<file path="config.mk">
export PLATFORM = sky130hd
export DESIGN_NAME = i3c_ddr_top
export DESIGN_NICKNAME = d
export VERILOG_FILES = /design/src/i3c_ddr_ctrl_pkg.sv /design/src/i3c_ddr_frame_pkg.sv /design/src/i3c_tx_if.sv /design/src/i3c_ddr_crc5.sv /design/src/i3c_ddr_frame_ctrl.sv /design/src/i3c_ddr_top.sv /design/src/i3c_ddr_tx.sv /design/src/i3c_scl_gen.sv
export VERILOG_INCLUDE_DIRS = /design/src /design/src/include
export SDC_FILE = /design/constraint.sdc
export NUM_CORES = 1
export LEC_CHECK = 0
export ABC_AREA = 1
export BUFFER_PORTS_ARGS = -buffer_cell sky130_fd_sc_hd__buf_4
export CORE_MARGIN = 2
export CORE_UTILIZATION = 59
export DETAILED_ROUTE_END_ITERATION = 16
export PLACE_DENSITY = 0.76
export SYNTH_ARGS = -nofsm -noshare
export SYNTH_HDL_FRONTEND = slang
export SYNTH_SLANG_ARGS = --single-unit
</file>
<file path="constraint.sdc">
create_clock -name i_sys_clk -period 2.3 [get_ports i_sys_clk]
set_input_delay 0.575 -clock i_sys_clk [delete_from_list [all_inputs] [get_ports i_sys_clk]]
set_output_delay 0.575 -clock i_sys_clk [all_outputs]
set_load 0.005 [all_outputs]
</file>
<file path="src/include/i3c_ddr_defines.svh">
`ifndef I3C_DDR_DEFINES_SVH
`define I3C_DDR_DEFINES_SVH

// frame size limit, word-count port is 4 bits
`define I3C_DDR_MAX_WORDS 8

// system clocks per scl half-period, minimum 4
`define I3C_SCL_HALF_CYCLES 4

// crc-5 start value and the token ahead of it
`define I3C_CRC5_SEED 5'h1F
`define I3C_CRC_TOKEN 4'hC

`endif

</file>
<file path="src/i3c_ddr_ctrl_pkg.sv">
package i3c_ddr_ctrl_pkg;

        typedef enum logic [1:0] {
                TX_CMD_WORD  = 2'd0,
                TX_DATA_WORD = 2'd1,
                TX_CRC_WORD  = 2'd2,
                TX_EXIT      = 2'd3
        } tx_mode_e;

        typedef enum logic [2:0] {
                IDLE = 3'd0,
                CMD  = 3'd1,
                DATA = 3'd2,
                CRC  = 3'd3,
                EXIT = 3'd4
        } frame_state_e;

endpackage

</file>
<file path="src/i3c_ddr_frame_pkg.sv">
package i3c_ddr_frame_pkg;

        localparam int CRC_W = 5;
        localparam int PAR_W = 2;

        // command word, msb first
        typedef struct packed {
                logic       rnw;
                logic [6:0] cmd_code;
                logic [6:0] target_addr;
                logic       par_adj;
        } ddr_cmd_t;

        typedef struct packed {
                logic [7:0] byte_hi;
                logic [7:0] byte_lo;
        } ddr_data_t;

        // one 16-bit payload slot, decoded per word type
        typedef union packed {
                ddr_cmd_t  cmd;
                ddr_data_t data;
        } ddr_payload_u;

endpackage

</file>
<file path="src/i3c_tx_if.sv">
`timescale 1ns/1ps

interface i3c_tx_if;

        logic                            tx_en;
        i3c_ddr_ctrl_pkg::tx_mode_e      mode;
        i3c_ddr_frame_pkg::ddr_payload_u word;
        // one cycle, after the tick that launched the last bit
        logic                            mode_done;

        modport ctrl (
                output tx_en,
                output mode,
                output word,
                input  mode_done
        );

        modport tx (
                input  tx_en,
                input  mode,
                input  word,
                output mode_done
        );

endinterface
</file>
<file path="src/i3c_ddr_crc5.sv">
`timescale 1ns/1ps
`include "i3c_ddr_defines.svh"

module i3c_ddr_crc5 (
        input  logic                                i_sys_clk,
        input  logic                                i_sys_rst,
        input  logic                                i_clr,
        input  logic                                i_crc_en,
        input  logic [7:0]                          i_crc_byte,
        output logic [i3c_ddr_frame_pkg::CRC_W-1:0] o_crc_value
);

        localparam logic [i3c_ddr_frame_pkg::CRC_W-1:0] POLY = 5'h05;

        logic [i3c_ddr_frame_pkg::CRC_W-1:0] crc_next;

        // x^5 + x^2 + 1, eight bits per step, msb first
        always_comb begin
                logic fb;
                crc_next = o_crc_value;
                for (int i = 7; i >= 0; i--) begin
                        fb       = crc_next[4] ^ i_crc_byte[i];
                        crc_next = {crc_next[3:0], 1'b0} ^ (fb ? POLY : '0);
                end
        end

        always_ff @(posedge i_sys_clk or negedge i_sys_rst) begin
                if (!i_sys_rst)
                        o_crc_value <= `I3C_CRC5_SEED;
                else if (i_clr)
                        o_crc_value <= `I3C_CRC5_SEED;
                else if (i_crc_en)
                        o_crc_value <= crc_next;
        end

endmodule

</file>
<file path="src/i3c_ddr_frame_ctrl.sv">
`timescale 1ns/1ps
`include "i3c_ddr_defines.svh"

module i3c_ddr_frame_ctrl (
        input  logic        i_sys_clk,
        input  logic        i_sys_rst,
        input  logic        i_start,
        input  logic [6:0]  i_cmd_code,
        input  logic [6:0]  i_target_addr,
        input  logic [3:0]  i_word_count,
        input  logic [15:0] i_word_data,
        input  logic        i_half_tick,
        output logic        o_word_req,
        output logic        o_busy,
        output logic        o_done,
        output logic        o_scl_run,
        output logic        o_crc_clr,
        i3c_tx_if.ctrl      tx
);

        i3c_ddr_ctrl_pkg::frame_state_e  state;
        i3c_ddr_frame_pkg::ddr_payload_u cmd_word;
        i3c_ddr_frame_pkg::ddr_payload_u word_q;
        i3c_ddr_frame_pkg::ddr_payload_u word_buf;
        logic                            armed;
        logic                            fetch_q;
        logic [3:0]                      req_left;
        logic [3:0]                      data_left;
        logic                            accept;
        logic                            word_end;
        logic                            next_data;

        assign accept    = i_start && !o_busy;
        assign word_end  = tx.mode_done && ((state == i3c_ddr_ctrl_pkg::CMD) ||
                                            (state == i3c_ddr_ctrl_pkg::DATA));
        assign next_data = word_end && (data_left != '0);

        // par_adj makes the even-bit parity come out zero
        always_comb begin
                cmd_word                 = '0;
                cmd_word.cmd.cmd_code    = i_cmd_code;
                cmd_word.cmd.target_addr = i_target_addr;
                cmd_word.cmd.par_adj     = ^(cmd_word & 16'h5554);
        end

        ////////////////////////////////////////////////////////////////////
        // frame sequencer
        ////////////////////////////////////////////////////////////////////
        always_ff @(posedge i_sys_clk or negedge i_sys_rst) begin
                if (!i_sys_rst) begin
                        state      <= i3c_ddr_ctrl_pkg::IDLE;
                        armed      <= 1'b0;
                        fetch_q    <= 1'b0;
                        req_left   <= '0;
                        data_left  <= '0;
                        o_word_req <= 1'b0;
                        o_done     <= 1'b0;
                        o_crc_clr  <= 1'b0;
                end else begin
                        o_word_req <= 1'b0;
                        o_done     <= 1'b0;
                        o_crc_clr  <= accept;
                        fetch_q    <= o_word_req;
                        if (accept) begin
                                armed      <= 1'b1;
                                o_word_req <= 1'b1;
                                req_left   <= i_word_count - 1'b1;
                                data_left  <= i_word_count;
                        end
                        // start on a tick so scl stays high a full half-period first
                        if (armed && i_half_tick) begin
                                armed <= 1'b0;
                                state <= i3c_ddr_ctrl_pkg::CMD;
                        end
                        if (next_data) begin
                                state     <= i3c_ddr_ctrl_pkg::DATA;
                                data_left <= data_left - 1'b1;
                                if (req_left != '0) begin
                                        o_word_req <= 1'b1;
                                        req_left   <= req_left - 1'b1;
                                end
                        end else if (word_end) begin
                                state <= i3c_ddr_ctrl_pkg::CRC;
                        end
                        if (tx.mode_done && (state == i3c_ddr_ctrl_pkg::CRC))
                                state <= i3c_ddr_ctrl_pkg::EXIT;
                        if (tx.mode_done && (state == i3c_ddr_ctrl_pkg::EXIT)) begin
                                state  <= i3c_ddr_ctrl_pkg::IDLE;
                                o_done <= 1'b1;
                        end
                end
        end

        // prefetch buffer and current word
        always_ff @(posedge i_sys_clk) begin
                if (fetch_q)
                        word_buf <= i_word_data;
                if (accept)
                        word_q <= cmd_word;
                else if (next_data)
                        word_q <= word_buf;
        end

        always_comb begin
                case (state)
                i3c_ddr_ctrl_pkg::DATA: tx.mode = i3c_ddr_ctrl_pkg::TX_DATA_WORD;
                i3c_ddr_ctrl_pkg::CRC:  tx.mode = i3c_ddr_ctrl_pkg::TX_CRC_WORD;
                i3c_ddr_ctrl_pkg::EXIT: tx.mode = i3c_ddr_ctrl_pkg::TX_EXIT;
                default:                tx.mode = i3c_ddr_ctrl_pkg::TX_CMD_WORD;
                endcase
        end

        assign tx.tx_en  = (state != i3c_ddr_ctrl_pkg::IDLE);
        assign tx.word   = word_q;
        assign o_busy    = armed || (state != i3c_ddr_ctrl_pkg::IDLE);
        assign o_scl_run = tx.tx_en && (state != i3c_ddr_ctrl_pkg::EXIT);

        a_count_range: assert property (@(posedge i_sys_clk) disable iff (!i_sys_rst)
                accept |-> (i_word_count >= 4'd1) && (i_word_count <= `I3C_DDR_MAX_WORDS))
                else $error("word count out of range at start");

endmodule

</file>
<file path="src/i3c_ddr_top.sv">
`timescale 1ns/1ps

module i3c_ddr_top (
        input  logic        i_sys_clk,
        input  logic        i_sys_rst,
        input  logic        i_start,
        input  logic [6:0]  i_cmd_code,
        input  logic [6:0]  i_target_addr,
        input  logic [3:0]  i_word_count,
        input  logic [15:0] i_word_data,
        output logic        o_word_req,
        output logic        o_scl,
        output logic        o_sda,
        output logic        o_busy,
        output logic        o_done
);

        logic                                half_tick;
        logic                                scl_run;
        logic                                crc_clr;
        logic                                crc_en;
        logic [7:0]                          crc_byte;
        logic [i3c_ddr_frame_pkg::CRC_W-1:0] crc_value;

        i3c_tx_if u_tx_if ();

        i3c_scl_gen u_scl_gen (
                .i_sys_clk   (i_sys_clk),
                .i_sys_rst   (i_sys_rst),
                .i_run       (scl_run),
                .o_half_tick (half_tick),
                .o_scl       (o_scl)
        );

        i3c_ddr_crc5 u_crc5 (
                .i_sys_clk   (i_sys_clk),
                .i_sys_rst   (i_sys_rst),
                .i_clr       (crc_clr),
                .i_crc_en    (crc_en),
                .i_crc_byte  (crc_byte),
                .o_crc_value (crc_value)
        );

        i3c_ddr_tx u_tx (
                .i_sys_clk   (i_sys_clk),
                .i_sys_rst   (i_sys_rst),
                .i_half_tick (half_tick),
                .i_crc_value (crc_value),
                .o_crc_en    (crc_en),
                .o_crc_byte  (crc_byte),
                .o_sda       (o_sda),
                .tx          (u_tx_if.tx)
        );

        i3c_ddr_frame_ctrl u_frame_ctrl (
                .i_sys_clk     (i_sys_clk),
                .i_sys_rst     (i_sys_rst),
                .i_start       (i_start),
                .i_cmd_code    (i_cmd_code),
                .i_target_addr (i_target_addr),
                .i_word_count  (i_word_count),
                .i_word_data   (i_word_data),
                .i_half_tick   (half_tick),
                .o_word_req    (o_word_req),
                .o_busy        (o_busy),
                .o_done        (o_done),
                .o_scl_run     (scl_run),
                .o_crc_clr     (crc_clr),
                .tx            (u_tx_if.ctrl)
        );

endmodule

</file>
<file path="src/i3c_ddr_tx.sv">
`timescale 1ns/1ps
`include "i3c_ddr_defines.svh"

module i3c_ddr_tx (
        input  logic                                i_sys_clk,
        input  logic                                i_sys_rst,
        input  logic                                i_half_tick,
        input  logic [i3c_ddr_frame_pkg::CRC_W-1:0] i_crc_value,
        output logic                                o_crc_en,
        output logic [7:0]                          o_crc_byte,
        output logic                                o_sda,
        i3c_tx_if.tx                                tx
);

        // preamble, payload, parity
        localparam int FRAME_W = 2 + 16 + i3c_ddr_frame_pkg::PAR_W;
        localparam int CRC_PAD = FRAME_W - 2 - 4 - i3c_ddr_frame_pkg::CRC_W;

        logic [FRAME_W-1:0] frame_d;
        logic [FRAME_W-1:0] shreg;
        logic [4:0]         bit_cnt;
        logic [4:0]         last_bit;
        logic               pa1;
        logic               pa0;
        logic               launch;
        logic               load;
        logic               crc_pend;

        assign launch = tx.tx_en && i_half_tick;
        assign load   = launch && (bit_cnt == '0);

        // pa1 over odd bits, pa0 inverted over even bits
        assign pa1 = ^(tx.word & 16'hAAAA);
        assign pa0 = ~^(tx.word & 16'h5555);

        ////////////////////////////////////////////////////////////////////
        // word frame by mode
        ////////////////////////////////////////////////////////////////////
        always_comb begin
                case (tx.mode)
                i3c_ddr_ctrl_pkg::TX_CMD_WORD: begin
                        frame_d  = {2'b01, tx.word, pa1, pa0};
                        last_bit = 5'd19;
                end
                i3c_ddr_ctrl_pkg::TX_DATA_WORD: begin
                        frame_d  = {2'b10, tx.word, pa1, pa0};
                        last_bit = 5'd19;
                end
                i3c_ddr_ctrl_pkg::TX_CRC_WORD: begin
                        frame_d  = {2'b01, `I3C_CRC_TOKEN, i_crc_value, {CRC_PAD{1'b0}}};
                        last_bit = 5'd10;
                end
                default: begin
                        // closing half-period high, then four low/high pairs
                        frame_d  = {9'b1_0101_0101, {(FRAME_W - 9){1'b0}}};
                        last_bit = 5'd8;
                end
                endcase
        end

        always_ff @(posedge i_sys_clk or negedge i_sys_rst) begin
                if (!i_sys_rst) begin
                        o_sda        <= 1'b1;
                        bit_cnt      <= '0;
                        tx.mode_done <= 1'b0;
                        o_crc_en     <= 1'b0;
                        crc_pend     <= 1'b0;
                end else begin
                        tx.mode_done <= 1'b0;
                        if (launch) begin
                                o_sda <= (bit_cnt == '0) ? frame_d[FRAME_W-1] : shreg[FRAME_W-1];
                                if (bit_cnt == last_bit) begin
                                        bit_cnt      <= '0;
                                        tx.mode_done <= 1'b1;
                                end else begin
                                        bit_cnt <= bit_cnt + 1'b1;
                                end
                        end
                        // two bytes per data word, hi then lo
                        crc_pend <= load && (tx.mode == i3c_ddr_ctrl_pkg::TX_DATA_WORD);
                        o_crc_en <= crc_pend ||
                                    (load && (tx.mode == i3c_ddr_ctrl_pkg::TX_DATA_WORD));
                end
        end

        always_ff @(posedge i_sys_clk) begin
                if (load)
                        shreg <= frame_d << 1;
                else if (launch)
                        shreg <= shreg << 1;
                if (crc_pend)
                        o_crc_byte <= tx.word.data.byte_lo;
                else
                        o_crc_byte <= tx.word.data.byte_hi;
        end

        a_done_in_frame: assert property (@(posedge i_sys_clk) disable iff (!i_sys_rst)
                tx.mode_done |-> tx.tx_en)
                else $error("mode_done outside an active frame");

endmodule

</file>
<file path="src/i3c_scl_gen.sv">
`timescale 1ns/1ps
`include "i3c_ddr_defines.svh"

module i3c_scl_gen (
        input  logic i_sys_clk,
        input  logic i_sys_rst,
        input  logic i_run,
        output logic o_half_tick,
        output logic o_scl
);

        localparam int HALF_CYCLES = `I3C_SCL_HALF_CYCLES;
        localparam int CNT_W       = $clog2(HALF_CYCLES);

        logic [CNT_W-1:0] cnt;

        assign o_half_tick = (cnt == '0);

        always_ff @(posedge i_sys_clk or negedge i_sys_rst) begin
                if (!i_sys_rst) begin
                        cnt   <= CNT_W'(HALF_CYCLES - 1);
                        o_scl <= 1'b1;
                end else begin
                        if (o_half_tick)
                                cnt <= CNT_W'(HALF_CYCLES - 1);
                        else
                                cnt <= cnt - 1'b1;
                        // stopped: only a low scl still toggles, so it parks high
                        if (o_half_tick && (i_run || !o_scl))
                                o_scl <= ~o_scl;
                end
        end

        a_tick_single: assert property (@(posedge i_sys_clk) disable iff (!i_sys_rst)
                o_half_tick |=> !o_half_tick)
                else $error("half tick held for two cycles");

endmodule

</file>
==> reports/metrics.csv, run 1 <==
stage,metric,value,unit
critical_path,CP cell instances,nor2_4 -> nand3_1 -> buf_4,
critical_path,element type at the critical path end,output port,
placement,DPL Wire Length,6209,um
global_route,vias in the first global route,3039,
floorplan,Die W,92.01,um
critical_path,"Data required, critical path",1.73,ns
cts,hold buffers post-CTS,0,
cts,H-tree levels,3,
cts,Max clock buf depth,2,
routing,drt wl/cell,12.98,um
global_route,total track usage,21.33,%
synthesis,cell count after synthesis,480,
cts,clk slew on worst S/H paths,0.10,ns
synthesis,"FFs w/ async S/R, synth",35.87,%
timing,relative slew slack,59.92,%
layout,ANT cells,0,
pwr,Power Density,563.5,nW/um^2
global_route,Overflow after GRT,0,
timing,setup_tns,0,ns
synthesis,post-synth cell types,44,
routing,DRT Wirelength,8230,um
timing,final setup vio count,0,
layout,Nets,570,
critical_path,CP Max Fanout,5,
critical_path,Worst setup SP type,register,
global_route,largest net degree at the start of global routing,34,
critical_path,"Slowest-stage cell, CP",dfrtp_1,
run_status,status,finished clean,
timing,Max Transition Viols Final,0,
timing,actual transition at the worst max-transition pin,0.6012,ns
synthesis,Avg Inst Size Synth,9.520,um^2
layout,share of cells above drive strength 1,18.80,%
routing,Vias,3254,
synthesis,synthesized area,4569,um^2
floorplan,die area,8465,um^2
timing,minimum clock period,1.900,ns
routing,Antenna Nets Post-Route,0,
critical_path,WS Path Type,reg -> out,
pwr,Total Power Consumption,2.908,mW
cts,cts bufs inserted,9,
floorplan,Initial Util,60.07,%
floorplan,Die Y,92.01,um
synthesis,Post-synth EDFFs,50,
routing,vias per cell,5.132,
pwr,LEAKAGE,2.386,nW
critical_path,CP max stage delay,0.47,ns
pwr,peak supply drop,0.0004464,V
synthesis,synthesis warning total,0,
routing,first drt pass iteration count,5,
timing,Final period util,82.61,%
cts,clock sink count,92,
synthesis,Most used DFF post-synth,edfxtp_1,
placement,Port Buffer Count,41,
timing,final hold violation count,0,
layout,"most common cell after layout, fill and taps aside",nand2_1,
layout,Fill cells,592,
routing,DRC viols,0,
cts,CTS tree,done,
cts,Clock Latency Late Sink,0.36,ns
hold_path,Min-Delay Path Class,in -> async,
timing,RSZ-0062 raised after global routing,no,
floorplan,Core Rows,32,
run,MaxCap Viol Count,0,
synthesis,"Seq/Total Area, Yosys",55.12,%
timing,f_max,526.3,MHz
global_route,antenna violations before repair,0,
synthesis,"Net Count, Synth",523,
timing,Setup Skew,0.01407,ns
global_route,first-pass GRT wire length,13970,um
routing,initial detailed-routing violation count,263,
layout,most frequent cells in the layout,"152 x nand2_1, 61 x inv_1, 50 x edfxtp_1, 44 x buf_4, 29 x nand3_1",
floorplan,Core Footprint,7607,um^2
cts,post-CTS setup buffers,0,
critical_path,critical path arrival,1.33,ns
cts,CTS resizes,0,
cts,clock root cell,clkbuf_8,
layout,"Area growth, synth to finish",12.92,%
synthesis,Seq cells post-synth,92,
placement,routability cong.,0.8102,
floorplan,Ports,42,
[layer usage]
layer	vias up	track usage, %	share of wire (%)
met4	0	7.587	1.7
met3	13	4.273	4.7
met5	-	0	0
met1	1478	28.32	46
li1	1656	-	-
met2	107	35.17	48
[metrics by stage]
step	area, um^2	hold slack, ns	instances	setup WS (ns)	utilization (%)
2_1_floorplan	4569	0.2794	480	0.4844	-
3_3_place_gp	4962	0.3724	618	0.6030	65.23
3_5_place_dp	4962	0.3750	618	0.5256	65.23
4_1_cts	5160	0.1495	634	0.3786	67.83
5_1_grt	5160	0.1600	634	0.3285	67.83
6_report	5160	0.1512	634	0.3999	67.83
[sequential cells by signal, summed over array words and instances (netlist names), 2 cells and up]
signal,count
u_tx.shreg,19
u_frame_ctrl.tx.word,16
u_frame_ctrl.word_buf,16
u_tx.o_crc_byte,8
u_crc5.o_crc_value,5
u_tx.bit_cnt,5
u_frame_ctrl.data_left,4
u_frame_ctrl.req_left,4
u_frame_ctrl.state,3
u_scl_gen.cnt,2
[report_power, final]
| part | switching, mW | internal (mW) |
|---|---|---|
| Sequential | 0 | 1.73 |
| Combinational | 0.0349 | 0.0524 |
| Clock | 0.583 | 0.511 |
[worst paths after layout]
| check | from | endpoint | slack [ns] | depth (start not counted) |
|---|---|---|---|---|
| worst max-delay path | u_frame_ctrl.state[1] | o_busy | 0.40 | 3 |
| worst min-delay path | i_sys_rst | u_frame_ctrl.data_left[2] | 0.15 | 1 |
| worst max register to register | u_tx.bit_cnt[0] | u_tx.shreg[5] | 0.52 | 6 |
| worst min register to register | u_frame_ctrl.o_word_req | u_frame_ctrl.fetch_q | 0.40 | 0 |
| max in group asynchronous | i_sys_rst | u_scl_gen.cnt[0] | 1.80 | 1 |
| min in group i_sys_clk | i_word_data[8] | u_frame_ctrl.word_buf[8] | 0.39 | 1 |
[layout make-up]
type                    instances  area [um^2]  share of cell area [%]
clock inverters                 7        73.82                   1.431
well taps                     102        127.6                   2.473
flip-flops and latches         92         2519                   48.81
multi-input cells             312         1725                   33.44
clock buffers                   9        123.9                   2.401
inverters                      68        260.3                   5.044
repair buffers                 44        330.3                   6.402
[logic make-up (layout without fill, tap and decap cells)]
logic type	count (synthesis)	in the layout	synth area share [%]
AO/OA/AOI/OAI	65	65	9.419
buffers and inverters	76	128	7.119
flip-flops	92	92	55.12
AND/OR/NAND/NOR	214	214	21.50
adder cells (fa/ha/maj)	6	6	1.643
XOR/XNOR	26	26	4.984
multiplexers	1	1	0.2191
[critical path, delay by kind of cell (launching register included)]
| kind | cells | cell delay (ns) |
|---|---|---|
| buffers and inverters | 1 | 0.15 |
| flip-flops | 1 | 0.47 |
| AND/OR/NAND/NOR | 2 | 0.36 |
[synth_stat cells, drive strengths merged, types with 4 or more instances]
master    n  area, um^2
a21oi     7       46.30
a22o      4       35.03
a22oi     7       57.55
buf       6       57.55
dfrtp    24       600.6
dfstp     9       236.5
dfxtp     9       180.2
edfxtp   50        1501
ha        6       75.07
inv      68       260.3
nand2   157       616.8
nand3    31       165.2
nand4     4       52.55
nor2     20       125.1
o21ai    39       225.2
xnor2    18       157.7
xor2      8       70.07
Note: power is estimated with default switching activity, not from simulation.
==> run 2: changes to the inputs <==
--- a/config.mk
+++ b/config.mk
@@ -9,9 +9,9 @@
 export ABC_AREA = 1
 export BUFFER_PORTS_ARGS = -buffer_cell sky130_fd_sc_hd__buf_4
 export CORE_MARGIN = 2
-export CORE_UTILIZATION = 59
+export CORE_UTILIZATION = 54
 export DETAILED_ROUTE_END_ITERATION = 16
-export PLACE_DENSITY = 0.76
+export PLACE_DENSITY = 0.73
 export SYNTH_ARGS = -nofsm -noshare
 export SYNTH_HDL_FRONTEND = slang
 export SYNTH_SLANG_ARGS = --single-unit
==> constraint.sdc (replaced) <==
create_clock -name i_sys_clk -period 1.56 [get_ports i_sys_clk]
set_input_delay 0.39 -clock i_sys_clk [delete_from_list [all_inputs] [get_ports i_sys_clk]]
set_output_delay 0.39 -clock i_sys_clk [all_outputs]
set_load 0.005 [all_outputs]
==> reports/metrics.csv, run 2 (synthesis gave the netlist of run 1 again) <==
stage,metric,value,unit
timing,setup_tns,-0.06993,ns
run,MaxCap Viol Count,0,
floorplan,Core Footprint,8217,um^2
global_route,total track usage,20.98,%
floorplan,die area,9214,um^2
cts,Max clock buf depth,2,
layout,ANT cells,0,
cts,H-tree levels,3,
layout,Fill cells,626,
routing,first drt pass iteration count,4,
floorplan,Die W,95.99,um
layout,max FFs per register,19,
routing,Vias,3341,
hold_path,hold path cells,1,
placement,DP Worst Slack,0.01135,ns
hold_path,hold wc startpoint,i_word_data[12],
cts,clock sink count,92,
critical_path,"Slowest-stage cell, CP",dfrtp_2,
timing,Final period util,103.7,%
pwr,Power Density,768.1,nW/um^2
critical_path,"Data required, critical path",1.17,ns
timing,actual transition at the worst max-transition pin,0.4514,ns
global_route,Overflow after GRT,0,
routing,DRC viols,0,
critical_path,R2R Setup Slk,-0.01,ns
placement,routability cong.,0.8186,
routing,drt wl/cell,13.28,um
global_route,antenna violations before repair,0,
floorplan,Die Y,95.99,um
pwr,Clk pwr share,36.6,%
pwr,Int Pwr,3.245,mW
critical_path,CP max stage delay,0.45,ns
hold_path,Min-Delay Path Class,in -> reg,
critical_path,element type at the critical path end,output port,
critical_path,FF-to-FF End,u_tx.shreg[4],
pwr,sw frac,23.14,%
cts,CTS tree,done,
timing,minimum clock period,1.618,ns
critical_path,CP Max Fanout,4,
timing,worst setup margin,-0.05819,ns
placement,DPL Wire Length,6614,um
timing,f_max,618.0,MHz
critical_path,Worst setup SP type,register,
timing,final setup vio count,2,
timing,final hold violation count,0,
critical_path,r2r worst-path depth,7,
cts,clk slew on worst S/H paths,0.10,ns
layout,most frequent cells in the layout,"150 x nand2_1, 62 x buf_4, 55 x inv_1, 50 x edfxtp_1, 27 x nand3_1",
floorplan,Initial Util,55.61,%
global_route,largest net degree at the start of global routing,34,
layout,"most common cell after layout, fill and taps aside",nand2_1,
critical_path,"CP delay by family, top",flip-flops,
cts,clock root cell,clkbuf_8,
pwr,LEAKAGE,2.516,nW
layout,Biggest register,u_tx.shreg,
timing,Max Transition Viols Final,0,
cts,cts bufs inserted,9,
routing,initial detailed-routing violation count,177,
layout,"Area growth, synth to finish",20.29,%
global_route,vias in the first global route,3216,
timing,relative slew slack,69.90,%
timing,RSZ-0062 raised after global routing,yes,
routing,DRT Wirelength,8806,um
layout,Nets,596,
routing,Antenna Nets Post-Route,0,
floorplan,Core Rows,33,
global_route,first-pass GRT wire length,14690,um
routing,vias per cell,5.039,
placement,Port Buffer Count,41,
run_status,failing checks,setup timing,
critical_path,critical path arrival,1.23,ns
floorplan,Ports,42,
run_status,status,finished with violations,
timing,Setup Skew,0.01523,ns
cts,Clock Latency Late Sink,0.36,ns
pwr,combinational power share,3.1,%
pwr,sw power,976.8,uW
hold_path,WHS Endpoint,u_frame_ctrl.word_buf[12],
critical_path,Worst path most repeated cell,buf_6,
pwr,peak supply drop,0.0005326,V
critical_path,reg2reg start,u_tx.bit_cnt[2],
pwr,Seq pwr share,60.3,%
critical_path,WS Path Type,reg -> out,
critical_path,Buf/Inv on CP,2,
layout,share of cells above drive strength 1,25.99,%
critical_path,CP cell instances,nor2_4 -> buf_6 -> nand3_2 -> buf_6,
==> run 2: cell count changes in the layout (fill, tap and decap cells not counted), sizes merged <==
| cell | delta |
|---|---|
| clkinvlp | +1 |
| bufinv | -1 |
| dlygate4sd3 | +1 |
| buf | +25 |
==> run 2: how the worst max path moves through the flow <==
stage,start,endpoint,slack [ns],cells after the start
after CTS,u_frame_ctrl.state[0],o_busy,-0.1,4
after global placement,u_scl_gen.cnt[0],u_tx.shreg[9],0.07,7
final,u_frame_ctrl.state[0],o_busy,-0.06,4
after detailed placement,u_frame_ctrl.state[0],u_tx.shreg[3],0.01,7
after floorplan,u_scl_gen.cnt[1],u_tx.bit_cnt[3],-0.12,8
after global routing,u_frame_ctrl.state[1],o_busy,-0.13,4
==> run 2: per-stage QoR <==
stage | area [um^2] | hold WS, ns | power, mW | util, % | instances
floorplan | 4608 | 0.09441 | 2.632 | - | 480
global placement | 5150 | 0.3650 | 2.726 | 62.68 | 637
detailed placement | 5150 | 0.3690 | 2.728 | 62.68 | 637
CTS | 5393 | 0.1827 | 4.265 | 65.63 | 656
global route | 5497 | 0.1800 | 4.373 | 66.90 | 663
finish | 5497 | 0.2019 | 4.222 | 66.90 | 663
==> run 2: per-layer routing <==
metal	GRT usage, %	vias up	wire length [um]
met5	0	-	0
met2	34.38	84	4413
met4	8.333	0	132
met1	28.30	1531	3910
met3	2.897	13	349
li1	-	1713	-
==> run 2: worst reg2reg max path, cell delays in order, from the launching register on <==
cell	delay, ns
dfrtp_1	0.42
inv_1	0.16
nand4_4	0.16
nor2_8	0.20
nand2_4	0.10
nor2_8	0.18
inv_6	0.07
o21ai_2	0.12
==> run 2: final cells by class <==
cell class / count / area, um^2 / share of cell area [%]
Clock buffer: 9 / 123.9 / 2.254
Clock inverter: 7 / 70.07 / 1.275
Tap cell: 105 / 131.4 / 2.390
Timing Repair Buffer: 70 / 571.8 / 10.40
Multi-Input combinational cell: 312 / 1805 / 32.85
Inverter: 68 / 272.8 / 4.962
Sequential cell: 92 / 2521 / 45.87
==> run 2: repair_timing <==
item,in CTS,in global routing
setup buffers,2,7
endpoints found under the hold margin,24,0
hold buffers,1,0
resized for setup,8,21
pin swaps,1,10
setup endpoints to repair,10,69
==> run 2: power groups by stage <==
stage	clock network [mW]	logic, mW	registers (mW)
after floorplan	0	0.0340	2.60
after global placement	0	0.128	2.60
final	1.55	0.130	2.55
after CTS	1.59	0.133	2.55
after global routing	1.68	0.143	2.55
after detailed placement	0	0.131	2.60
